===== config.mk =====
export PLATFORM = sky130hd
export DESIGN_NAME = cp0_top
export DESIGN_NICKNAME = d
export VERILOG_FILES = /design/src/design/cp0_pkg.sv /design/src/design/cp0_decode.sv /design/src/design/cp0_regs.sv /design/src/design/cp0_result.sv /design/src/design/cp0_top.sv
export SDC_FILE = /design/constraint.sdc
export NUM_CORES = 1
export LEC_CHECK = 0
export BUFFER_PORTS_ARGS = -buffer_cell sky130_fd_sc_hd__buf_2
export CAP_MARGIN = 20
export CORE_AREA = 5 5 137 139
export DETAILED_ROUTE_END_ITERATION = 8
export DIE_AREA = 0 0 142 144
export PLACE_DENSITY_LB_ADDON = 0.1
export SLEW_MARGIN = 20
export SYNTH_ARGS = -nofsm -noshare
export SYNTH_HDL_FRONTEND = slang
export SYNTH_HIERARCHICAL = 1
export SYNTH_SLANG_ARGS = --single-unit

===== constraint.sdc =====
create_clock -name clk -period 2.4 [get_ports clk]
set_clock_uncertainty 0.2 [all_clocks]
set_input_delay 0.12 -clock clk [delete_from_list [all_inputs] [get_ports clk]]
set_output_delay 0.12 -clock clk [all_outputs]
set_load 0.01 [all_outputs]

===== src/design/cp0_pkg.sv =====
package cp0_pkg;

	//////////////////////////////////////////////////////////////////////
	// Register addresses, select 0 only
	//////////////////////////////////////////////////////////////////////
	localparam logic [4:0] CP0_COUNT   = 5'd9;
	localparam logic [4:0] CP0_COMPARE = 5'd11;
	localparam logic [4:0] CP0_STATUS  = 5'd12;
	localparam logic [4:0] CP0_CAUSE   = 5'd13;
	localparam logic [4:0] CP0_EPC     = 5'd14;

	// Opcode and format fields
	localparam logic [5:0] OP_COP0    = 6'b010000;
	localparam logic [4:0] RS_MF      = 5'b00000;
	localparam logic [4:0] RS_MT      = 5'b00100;
	localparam logic [5:0] FUNCT_ERET = 6'h18;

	// Status fields
	localparam int ST_IE    = 0;
	localparam int ST_EXL   = 1;
	localparam int ST_IM_LO = 8;
	localparam int ST_IM_HI = 15;

	// Only IE, EXL and IM survive an mtc0
	localparam logic [31:0] STATUS_WR_MASK = 32'h0000_ff03;

	// Cause fields
	localparam int CA_BD     = 31;
	localparam int CA_IP_LO  = 8;
	localparam int CA_IP_HI  = 15;
	localparam int CA_EXC_LO = 2;
	localparam int CA_EXC_HI = 6;

	// Exception codes
	localparam logic [4:0] EXC_INT = 5'd0;
	localparam logic [4:0] EXC_SYS = 5'd8;
	localparam logic [4:0] EXC_BP  = 5'd9;
	localparam logic [4:0] EXC_RI  = 5'd10;
	localparam logic [4:0] EXC_OV  = 5'd12;

	//////////////////////////////////////////////////////////////////////
	// COP0 word, move format or CO format
	//////////////////////////////////////////////////////////////////////
	typedef union packed {
		struct packed {
			logic [5:0] opcode;
			logic [4:0] rs;
			logic [4:0] rt;
			logic [4:0] rd;
			logic [7:0] zero;
			logic [2:0] sel;
		} move;
		struct packed {
			logic [5:0]  opcode;
			logic        co;
			logic [18:0] zero;
			logic [5:0]  funct;
		} co_op;
	} cp0_instr_u;

endpackage


===== src/design/cp0_decode.sv =====
`timescale 1ns/1ps

module cp0_decode (
	input  logic                clk,
	input  logic                rst_n,
	input  logic                instr_valid,
	input  cp0_pkg::cp0_instr_u instr,
	input  logic [31:0]         gpr_rdata,
	output logic                wr_en,
	output logic [4:0]          wr_addr,
	output logic [31:0]         wr_data,
	output logic                rd_en,
	output logic [4:0]          rd_addr,
	output logic [4:0]          rd_dest_d,
	output logic                eret
);
	import cp0_pkg::*;

	logic is_cop0;
	logic is_mt;
	logic is_mf;
	logic is_eret;

	// Opcode sits in the same bits for both formats
	assign is_cop0 = instr_valid && (instr.move.opcode == OP_COP0);

	// Move format, rs picks direction
	assign is_mt = is_cop0 && (instr.move.rs == RS_MT);
	assign is_mf = is_cop0 && (instr.move.rs == RS_MF);

	// CO format needs the co bit, which keeps it apart from MF/MT
	assign is_eret = is_cop0 && instr.co_op.co && (instr.co_op.funct == FUNCT_ERET);

	//////////////////////////////////////////////////////////////////////
	// Decode stage register
	//////////////////////////////////////////////////////////////////////
	always_ff @(posedge clk) begin
		if (!rst_n) begin
			wr_en <= 1'b0;
			rd_en <= 1'b0;
			eret  <= 1'b0;
		end else begin
			wr_en <= is_mt;
			rd_en <= is_mf;
			eret  <= is_eret;
		end
	end

	// Address and data ride along, qualified by the strobes
	always_ff @(posedge clk) begin
		wr_addr   <= instr.move.rd;
		wr_data   <= gpr_rdata;
		rd_addr   <= instr.move.rd;
		rd_dest_d <= instr.move.rt;
	end

	// At most one operation leaves decode per cycle
	a_one_op: assert property (@(posedge clk) disable iff (!rst_n)
		$onehot0({wr_en, rd_en, eret}));

endmodule


===== src/design/cp0_regs.sv =====
`timescale 1ns/1ps

module cp0_regs (
	input  logic        clk,
	input  logic        rst_n,
	input  logic        wr_en,
	input  logic [4:0]  wr_addr,
	input  logic [31:0] wr_data,
	input  logic        eret,
	input  logic        exc_valid,
	input  logic [4:0]  exc_code,
	input  logic [31:0] exc_pc,
	input  logic        exc_bd,
	input  logic [4:0]  hw_int,
	output logic [31:0] count,
	output logic [31:0] compare,
	output logic [31:0] status,
	output logic [31:0] cause,
	output logic [31:0] epc,
	output logic        exc_taken,
	output logic        eret_taken
);
	import cp0_pkg::*;

	logic wr_count;
	logic wr_compare;
	logic wr_status;
	logic wr_cause;
	logic wr_epc;
	logic timer_hit;

	// Per-register write enables
	assign wr_count   = wr_en && (wr_addr == CP0_COUNT);
	assign wr_compare = wr_en && (wr_addr == CP0_COMPARE);
	assign wr_status  = wr_en && (wr_addr == CP0_STATUS);
	assign wr_cause   = wr_en && (wr_addr == CP0_CAUSE);
	assign wr_epc     = wr_en && (wr_addr == CP0_EPC);

	assign timer_hit = (count == compare);

	//////////////////////////////////////////////////////////////////////
	// Count and Compare
	//////////////////////////////////////////////////////////////////////
	always_ff @(posedge clk) begin
		if (!rst_n) begin
			count <= '0;
		end else if (wr_count) begin
			count <= wr_data;
		end else begin
			count <= count + 32'd1;
		end
	end

	// All ones so the timer stays quiet out of reset
	always_ff @(posedge clk) begin
		if (!rst_n) begin
			compare <= '1;
		end else if (wr_compare) begin
			compare <= wr_data;
		end
	end

	//////////////////////////////////////////////////////////////////////
	// Status
	//////////////////////////////////////////////////////////////////////
	always_ff @(posedge clk) begin
		if (!rst_n) begin
			status <= '0;
		end else begin
			if (wr_status) begin
				status <= wr_data & STATUS_WR_MASK;
			end
			// eret leaves exception level
			if (eret) begin
				status[ST_EXL] <= 1'b0;
			end
			// Exception entry wins over a same-edge write
			if (exc_valid) begin
				status[ST_EXL] <= 1'b1;
			end
		end
	end

	//////////////////////////////////////////////////////////////////////
	// Cause
	//////////////////////////////////////////////////////////////////////
	always_ff @(posedge clk) begin
		if (!rst_n) begin
			cause <= '0;
		end else begin
			// IP7, Compare write clears before a match can set
			if (wr_compare) begin
				cause[CA_IP_HI] <= 1'b0;
			end else if (timer_hit) begin
				cause[CA_IP_HI] <= 1'b1;
			end
			// IP6..IP2 follow the hardware lines
			cause[CA_IP_HI-1:CA_IP_LO+2] <= hw_int;
			// Software bits only
			if (wr_cause) begin
				cause[CA_IP_LO+1:CA_IP_LO] <= wr_data[CA_IP_LO+1:CA_IP_LO];
			end
			if (exc_valid) begin
				cause[CA_BD]                <= exc_bd;
				cause[CA_EXC_HI:CA_EXC_LO]  <= exc_code;
			end
		end
	end

	// EPC keeps the first fault pc when already at exception level
	always_ff @(posedge clk) begin
		if (!rst_n) begin
			epc <= '0;
		end else if (exc_valid && !status[ST_EXL]) begin
			epc <= exc_pc;
		end else if (wr_epc) begin
			epc <= wr_data;
		end
	end

	// Taken pulses for the result stage
	always_ff @(posedge clk) begin
		if (!rst_n) begin
			exc_taken  <= 1'b0;
			eret_taken <= 1'b0;
		end else begin
			exc_taken  <= exc_valid;
			eret_taken <= eret;
		end
	end

	// Pipeline never raises an exception under an executing eret
	a_no_exc_eret: assert property (@(posedge clk) disable iff (!rst_n)
		!(exc_valid && eret));

	// Taken pulse only ever seen at exception level
	a_exc_exl: assert property (@(posedge clk) disable iff (!rst_n)
		exc_taken |-> status[ST_EXL]);

endmodule


===== src/design/cp0_result.sv =====
`timescale 1ns/1ps

module cp0_result #(
	parameter logic [31:0] EXC_VECTOR = 32'h8000_0180
) (
	input  logic        clk,
	input  logic        rst_n,
	input  logic        rd_en,
	input  logic [4:0]  rd_addr,
	input  logic [4:0]  rd_dest_d,
	input  logic [31:0] count,
	input  logic [31:0] compare,
	input  logic [31:0] status,
	input  logic [31:0] cause,
	input  logic [31:0] epc,
	input  logic        exc_taken,
	input  logic        eret_taken,
	output logic        rd_valid,
	output logic [4:0]  rd_dest,
	output logic [31:0] rd_data,
	output logic        int_req,
	output logic        redirect_valid,
	output logic [31:0] redirect_pc
);
	import cp0_pkg::*;

	logic [31:0] rd_mux;
	logic [7:0]  ip_masked;

	// mfc0 source select, holes read zero
	always_comb begin
		case (rd_addr)
			CP0_COUNT:   rd_mux = count;
			CP0_COMPARE: rd_mux = compare;
			CP0_STATUS:  rd_mux = status;
			CP0_CAUSE:   rd_mux = cause;
			CP0_EPC:     rd_mux = epc;
			default:     rd_mux = '0;
		endcase
	end

	// Result register, one cycle of valid per read
	always_ff @(posedge clk) begin
		if (!rst_n) begin
			rd_valid <= 1'b0;
			rd_dest  <= '0;
			rd_data  <= '0;
		end else begin
			rd_valid <= rd_en;
			rd_dest  <= rd_dest_d;
			rd_data  <= rd_mux;
		end
	end

	//////////////////////////////////////////////////////////////////////
	// Interrupt request and redirect
	//////////////////////////////////////////////////////////////////////
	assign ip_masked = cause[CA_IP_HI:CA_IP_LO] & status[ST_IM_HI:ST_IM_LO];
	assign int_req   = status[ST_IE] && !status[ST_EXL] && (|ip_masked);

	// Vector on exception, EPC on eret
	assign redirect_valid = exc_taken || eret_taken;
	assign redirect_pc    = exc_taken ? EXC_VECTOR : epc;

	// Only one redirect source per cycle
	a_one_redirect: assert property (@(posedge clk) disable iff (!rst_n)
		!(exc_taken && eret_taken));

endmodule


===== src/design/cp0_top.sv =====
`timescale 1ns/1ps

module cp0_top #(
	parameter logic [31:0] EXC_VECTOR = 32'h8000_0180
) (
	input  logic        clk,
	input  logic        rst_n,
	input  logic        instr_valid,
	input  logic [31:0] instr,
	input  logic [31:0] gpr_rdata,
	input  logic        exc_valid,
	input  logic [4:0]  exc_code,
	input  logic [31:0] exc_pc,
	input  logic        exc_bd,
	input  logic [4:0]  hw_int,
	output logic        rd_valid,
	output logic [4:0]  rd_dest,
	output logic [31:0] rd_data,
	output logic        int_req,
	output logic        redirect_valid,
	output logic [31:0] redirect_pc
);

	// Decode to execute
	logic        wr_en;
	logic [4:0]  wr_addr;
	logic [31:0] wr_data;
	logic        eret;

	// Decode to result
	logic        rd_en;
	logic [4:0]  rd_addr;
	logic [4:0]  rd_dest_d;

	// Register file to result
	logic [31:0] count;
	logic [31:0] compare;
	logic [31:0] status;
	logic [31:0] cause;
	logic [31:0] epc;
	logic        exc_taken;
	logic        eret_taken;

	//////////////////////////////////////////////////////////////////////
	// Stages
	//////////////////////////////////////////////////////////////////////
	cp0_decode i_decode (
		.clk, .rst_n, .instr_valid, .instr, .gpr_rdata,
		.wr_en, .wr_addr, .wr_data, .rd_en, .rd_addr, .rd_dest_d, .eret
	);

	cp0_regs i_regs (
		.clk, .rst_n, .wr_en, .wr_addr, .wr_data, .eret,
		.exc_valid, .exc_code, .exc_pc, .exc_bd, .hw_int,
		.count, .compare, .status, .cause, .epc, .exc_taken, .eret_taken
	);

	// Redirect vector set here
	cp0_result #(
		.EXC_VECTOR(EXC_VECTOR)
	) i_result (
		.clk, .rst_n, .rd_en, .rd_addr, .rd_dest_d,
		.count, .compare, .status, .cause, .epc, .exc_taken, .eret_taken,
		.rd_valid, .rd_dest, .rd_data, .int_req, .redirect_valid, .redirect_pc
	);

endmodule


# [Yosys cells after proc, flatten, opt, wreduce, memory -nomap -nowiden]
# Index checks and enable logic that the tools add are counted.
# W data, S select, Z words.
[classes] n_bitwise=2 eq_ne=9 add_sub_neg=1 reduce_logical=20 mux=8
[op_table] op="$pmux W32 S5" count=1
[op_table] op="$mux W32" count=4
[op_table] op="$add A32 B1 Y32 const B" count=1
[op_table] op="$eq A32 B32 Y1" count=1
[op_table] op="$eq A5 B4 Y1 const B" count=5
[op_table] op="$logic_and A1 B1 Y1" count=13
[op_table] op="$eq A6 B5 Y1 const B" count=2
[op_table] op="$and A8 B8 Y8" count=1
[op_table] op="$reduce_or A8 Y1" count=1
[op_table] op="$eq A5 B3 Y1 const B" count=1
[op_table] op="$logic_not A5 Y1" count=1
[op_table] op="$reduce_bool A3 Y1" count=1
[op_table] op="$mux W1" count=2
[op_table] op="$mux W2" count=1
[op_table] op="$reduce_bool A2 Y1" count=1
[op_table] op="$reduce_or A2 Y1" count=1
[op_table] op="$logic_not A1 Y1" count=1
[op_table] op="$logic_or A1 B1 Y1" count=1
[op_table] op="$not A1 Y1" count=1
[word_totals] wordCells=60 output_inout_bits=72 reg_bits=205

# [Depth between registers and ports, before layout]
# Gate-level depths: netlist of run 1.
[logic_depth] word_depth=5 ltp_mapped=8 ltp_nobuf=6

# [By module]
# Netlist of run 1, hierarchy kept.
[by_module_without_submodules] mod="cp0_regs" instances=1 area_each_um2=5734.2 cells_per_inst=686 seq_area_each_um2=2442.3
[by_module_without_submodules] mod="cp0_result" instances=1 area_each_um2=2547.4 cells_per_inst=277 seq_area_each_um2=760.7
[by_module_without_submodules] mod="cp0_decode" instances=1 area_each_um2=1014.7 cells_per_inst=59 seq_area_each_um2=900.9

# [Worst setup path before layout of run 1]
# Ideal clock, no wire load.
[synth_path] path_kind="flip-flop to flip-flop" from="register i_regs.count[0]" to="register i_regs.count[16]" n_path_buf=0 path_stages_with_launch=7 required_ns=2.114 t_arrival_ns=1.504 slack_ns=0.610 setup_ns=0.086 cell_sequence="dfxtp_1 > ha_1 > nand3_2 > nor4b_4 > nand3_1 > xor2_1 > a211oi_1"
[synth_via] elab_chain_len=2
[synth_rtl] element="start: declaration" line="cp0_regs.sv:15" source="output logic [31:0] count,"
[synth_rtl] element="start signal: assignment" line="cp0_regs.sv:48" source="count <= wr_data;"
[synth_rtl] element="start signal: assignment" line="cp0_regs.sv:50" source="count <= count + 32'd1;"
[synth_rtl] element="$add A32 B1 Y32" line="cp0_regs.sv:50"
[synth_rtl] element="$mux W32" line="cp0_regs.sv:47" source="end else if (wr_count) begin"
# No other way between the ends.
# A chain may end at the register's enable or synchronous reset.

==> out/results.ini, run 1 <==
[routing]
postRouteAntennaNets=0
drc=0
drt-initial-drc-count=463
dr.pass1.iters=5
wl_per_cell_um=17.3
viasPerCell=5.24
dr_total_vias=8042
finalWirelength_um=26600

[placement]
place.gp.congestion=0.888
port_buffers=177
place_inst=1383
dpl.hpwl_um=17300

[global_route]
grt_use_met1_pct=34.6
antenna_found_initial=0
grt_overflow=0
grt_pass1_wl_um=42200
grtUsageMet2_pct=44.3
grt.total_usage_pct=25.6
grt_start_max_net_pins=64
grt_pass1_vias=7984
use_met3_pct=3.47
grt_busiest_layer=met2

[power_and_ir_drop]
ir_worst_vdd_uv=536
p_leak_nw=5.05
pwr_density_cell_mw_per_mm2=636

[finish]
final_cell_mix=dfxtp_1, buf_2, nand2_1
final_layout_size_suffix_gt1_share_pct=21.7
syn_to_final_growth_pct=29.8
final_common_cell=dfxtp_1
stdcell_count=1536
final_nets=1402
num_antenna_cells=0

[clock_tree]
clockBufferDepth=3
cts_max_level=1
clk_latency_ps=500
cts.clk_slew.worst_paths_ps=60
numCtsBuffers=23
cts_sinks=205
cts-root-buf=clkbuf_16
cts_tree=built
cts_resized=0

[synth]
synthFlopType=dfxtp_1
syn_inst=1022
synth.distinct_cells=54
async_flop_share_pct=0
avgSynthCellArea_um2=9.10
synth_seq_cells=205
netlist.area_leader.share_pct=44.1
synth_edf_count=0
synthTopCellsByArea=dfxtp_1, mux2i_1, nand2_1, xnor2_1, buf_4
yosysTopAreaCell=dfxtp_1
ys_seq_area_share_pct=44.1
yosysWarningCount=6
synth_area_mm2=0.00930

[die]
fp-row-count=49
start_util_pct=53.0
die_area_mm2=0.0204
die_w_um=142
core_mm2=0.0175
die_y_um=144
pin_count=183

[critical_path]
endpoint_kind=register
worstPathMaxFanout=8
cp-start-kind=input port
required_ps=2590
cp.arrival_ps=2330
crit_type=in2reg

[job]
drv_cap=0

[timing]
worst_slew_pin_slew_ps=614
report.final.slew_viol_count=0
period_minus_slack_ps=2140
rsz0062_at_grt=false
finalHoldViolations=0
fin_setup_tns_ps=0
setup_viol=0
fmax_ghz=0.467
fin_crit_sh_pct=89.3
max-slew-margin-rel_pct=58.9

[hold_path]
min_path_type=in2reg

[outcome]
status=complete, no violations

==> worst paths after layout <==
kind,from,end,slack (ps),cells past startpoint
hold reg to reg,i_decode/rd_dest_d[3],i_result/rd_dest[3],230,1
setup / recovery,exc_valid,i_regs/cause[31],260,6
setup reg to reg,i_decode/rd_addr[3],i_result/rd_data[4],350,4
hold / removal,gpr_rdata[29],i_decode/wr_data[29],50,2
==> worst max-delay path, stage by stage <==
cell           delay, ps
dlygate4sd3_1        520
buf_2                270
mux2i_1              240
dlygate4sd3_1        580
nor2_1                40
dlygate4sd3_1        560
==> logic make-up after synthesis <==
family,count (synthesis),synth area share (%)
AO/OA/AOI/OAI,185,12.2
buffers and inverters,126,7.78
other,1,0.0403
multiplexers,83,8.96
AND/OR/NAND/NOR,359,20.9
adder cells (fa/ha/maj),1,0.135
flip-flops,205,44.1
XOR/XNOR,62,5.84
==> sequential cells by signal (all words and copies together), names as in the netlist <==
| name | cells |
|---|---|
| i_decode/wr_data | 32 |
| i_regs/compare | 32 |
| i_regs/count | 32 |
| i_regs/epc | 32 |
| i_result/rd_data | 32 |
| i_regs/cause | 14 |
| i_regs/status | 10 |
| i_decode/rd_addr | 5 |
| i_decode/rd_dest_d | 5 |
| i_result/rd_dest | 5 |
| i_decode/eret | 1 |
| i_decode/rd_en | 1 |
| i_decode/wr_en | 1 |
| i_regs/eret_taken | 1 |
| i_regs/exc_taken | 1 |
| i_result/rd_valid | 1 |
==> per-layer routing <==
layer  wire, µm  share of wire, %  up-vias
li1           -                 -     4027
met1      12000                45     3752
met2      12800                48      234
met3       1460               5.5       29
met4        390               1.5        0
met5          0                 0        -
==> cells in the mapped netlist (3+ instances only) <==
cell type	instances
dfxtp_1	205
nand2_1	139
mux2i_1	81
nand3_1	73
xnor2_1	53
a21oi_1	51
o21ai_0	51
buf_4	50
clkbuf_1	44
nor2_1	37
a31oi_1	33
o22a_1	31
nor2b_1	30
buf_2	17
and2_1	15
a211oi_1	12
nand4_1	11
nor4_2	9
xor2_1	9
inv_1	8
buf_6	4
nor4_1	4
or2_2	4
and4_1	3
and4_4	3
clkbuf_4	3
nand3b_1	3
nand4b_1	3
==> area by class of cell <==
class | count | area, µm²
multi-input combinational | 730 | 4630
tap | 229 | 287
clock inverter | 6 | 33.8
fill | 1440 | 5460
timing repair buffer | 322 | 2290
inverter | 8 | 30.0
sequential | 205 | 4110
clock buffer | 36 | 694
==> repair_timing <==
action	4_1_cts	5_1_grt
hold buffers	110	2
setup endpoints to repair	0	1
buffers inserted	0	0
endpoints found under the hold margin	106	1
==> through the flow <==
step	util (%)	hold slack [ps]	instance area [µm²]	worst slack, ps	total power, mW
floorplan	-	-52.3	9440	610	4.04
global placement	58.3	22.0	10200	392	4.22
detailed placement	58.3	23.6	10200	353	4.23
CTS	68.8	26.7	12100	72.2	7.72
global route	68.8	41.4	12100	153	7.98
finish	68.8	45.7	12100	258	7.68
==> where the power goes <==
part | switching [mW] | internal (mW) | total, mW
Combinational | 0.328 | 0.378 | 0.706
Sequential | 0.0938 | 3.51 | 3.61
Clock | 1.39 | 1.98 | 3.37
No activity file was read; power rests on OpenSTA's default activity.
==> inputs of run 2 (changes only) <==
--- a/config.mk
+++ b/config.mk
@@ -7,9 +7,9 @@
 export LEC_CHECK = 0
 export BUFFER_PORTS_ARGS = -buffer_cell sky130_fd_sc_hd__buf_2
 export CAP_MARGIN = 20
-export CORE_AREA = 5 5 137 139
+export CORE_AREA = 5 5 162 117
 export DETAILED_ROUTE_END_ITERATION = 8
-export DIE_AREA = 0 0 142 144
+export DIE_AREA = 0 0 167 122
 export PLACE_DENSITY_LB_ADDON = 0.1
 export SLEW_MARGIN = 20
 export SYNTH_ARGS = -nofsm -noshare
==> out/results.ini, run 2 (synthesized netlist as in run 1, its figures left out) <==
[finish]
num_antenna_cells=0  ; unchanged
final_layout_size_suffix_gt1_share_pct=22.3  ; +0.55 points
post-route-util_pct=68.9  ; +0.11 points
final_cell_mix=dfxtp_1, buf_2, nand2_1
stdcell_count=1542  ; +0.39%
final_nets=1407  ; +0.36%
syn_to_final_growth_pct=29.7  ; about the same
final_common_cell=dfxtp_1

[routing]
dr_total_vias=8483  ; +5.5%
drc=0  ; unchanged
finalWirelength_um=30300  ; +14%
postRouteAntennaNets=0  ; unchanged
wl_per_cell_um=19.6  ; +13%
dr.pass1.iters=5  ; unchanged
viasPerCell=5.50  ; +5.1%
drt-initial-drc-count=727  ; +57%

[global_route]
grt_use_met1_pct=42.0  ; +7.4 points
grt_pass1_wl_um=47000  ; +11%
use_met3_pct=7.10  ; +3.6 points
grt_start_max_net_pins=49  ; -23%
grtUsageMet2_pct=44.0  ; -0.31 points
grt_busiest_layer=met2
antenna_found_initial=0  ; unchanged
grt_overflow=0  ; unchanged
grt_pass1_vias=8347  ; +4.5%
grt.total_usage_pct=29.1  ; +3.4 points

[critical_path]
critical_path.slowest_cell=a221oi_1
worstPathMaxFanout=3  ; -5
critPathMaxStageDelay_ps=490  ; -90 ps
crit_type=reg2out
endpoint=int_req
path_depth=4  ; -2
r2r-start=i_regs/status[1]
cp.arrival_ps=2010  ; -320 ps
cp-start-kind=register
r2r_cells=5  ; +1
required_ps=2080  ; -510 ps
cp_cell_sequence=a22o_1, a221oi_1, a311oi_1, buf_2
r2r_end=i_regs/epc[28]
cp-startpoint=i_regs/status[10]
endpoint_kind=primary output
critical_path.top_delay_family=compound AO/OA/AOI/OAI gates
rrSetupSlack_ps=160  ; -190 ps
path_buf_inv=1  ; -3

[timing]
fin_crit_sh_pct=97.0  ; +7.7 points
report.final.slew_viol_count=0  ; unchanged
period_minus_slack_ps=2330  ; +185 ps
rsz0062_at_grt=false
fin_ws_ps=72.6  ; -185 ps
worst_slew_pin_slew_ps=584  ; -30.0 ps
fmax_ghz=0.430  ; -8.0%
max-slew-margin-rel_pct=61.0  ; +2.1 points
fin_setup_tns_ps=0  ; unchanged
setup_viol=0  ; unchanged
finalHoldViolations=0  ; unchanged

[die]
die_w_um=167  ; +18%
die_area_mm2=0.0204  ; -0.36%
fp-row-count=41  ; -16%
core_mm2=0.0175  ; -0.24%
pin_count=183  ; unchanged
die_y_um=122  ; -15%
start_util_pct=53.1  ; +0.13 points

[clock_tree]
numCtsBuffers=21  ; -8.7%
cts-root-buf=clkbuf_16
cts.clk_slew.worst_paths_ps=60  ; about the same
cts_max_level=1  ; unchanged
cts_tree=built
clockBufferDepth=3  ; unchanged
clk_latency_ps=510  ; about the same
cts_sinks=205  ; unchanged

[placement]
dpl.hpwl_um=19800  ; +15%
preCtsSetupSlack_ps=279  ; -73.5 ps
place.gp.congestion=0.900  ; +1.4%
place_inst=1399  ; +1.2%
port_buffers=177  ; unchanged

[power_and_ir_drop]
ir_worst_vdd_uv=439  ; -18%
pwr_density_cell_mw_per_mm2=627  ; -1.6%
p_total_mw=7.56  ; -1.6%
p_leak_nw=5.04  ; -0.14%

[outcome]
status=complete, no violations

[job]
drv_cap=0  ; unchanged

[hold_path]
min_path_type=in2reg

==> run 2: cell count changes in the layout (fill, tap and decap cells not counted), moves of 3 or more <==
cell	change
dlygate4sd3_1	-3
buf_4	+10
clkinv_2	-4
clkbuf_8	-3
==> run 2: final cells by class <==
| cell class | count | area (µm²) |
|---|---|---|
| repair buffers | 329 | 2330 |
| inverters | 8 | 30.0 |
| clock buffers | 29 | 596 |
| clock inverters | 5 | 60.1 |
| multi-input cells | 730 | 4640 |
| fillers | 1378 | 5430 |
| flip-flops and latches | 205 | 4110 |
| well taps | 236 | 295 |
==> run 2: worst min-delay path by stage <==
stage	from	end	slack, ps	depth (start not counted)
2_1_floorplan	instr[11]	i_decode/rd_addr[0]	-50	0
3_3_place_gp	instr[19]	i_decode/rd_dest_d[3]	20	1
3_5_place_dp	gpr_rdata[31]	i_decode/wr_data[31]	20	1
4_1_cts	rst_n	i_regs/epc[11]	10	3
5_1_grt	rst_n	i_regs/epc[11]	20	3
6_report	rst_n	i_regs/epc[11]	20	3
==> run 2: power by group <==
part	internal (mW)	switching, mW
Sequential	3.51	0.117
Clock	1.84	1.35
Combinational	0.380	0.362
==> run 2: what timing repair did <==
| action | 4_1_cts | 5_1_grt |
|---|---|---|
| setup buffers | 0 | 1 |
| hold buffers | 109 | 0 |
| hold endpoints to repair | 90 | 0 |
| gates resized for setup | 0 | 6 |
| setup endpoints to repair | 0 | 7 |
==> run 2: per-stage QoR <==
| step | area, µm² | hold slack (ps) |
|---|---|---|
| after floorplan | 9440 | -52.3 |
| after global placement | 10300 | 22.1 |
| after detailed placement | 10300 | 23.6 |
| after CTS | 12000 | 9.66 |
| after global routing | 12100 | 21.6 |
| final | 12100 | 21.1 |
==> run 2: layer usage <==
metal  vias to the layer above  share of wire [%]
li1                       4011                  -
met3                        47                 11
met4                         0                2.1
met2                       444                 42
met5                         -                  0
met1                      3981                 45
==> run 2: worst register-to-register path, cell delays in order, from the launching register on <==
cell	delay [ps]
dfxtp_1	400
nand2b_4	420
buf_4	260
o21ai_0	100
dlygate4sd3_1	610
a31oi_1	180
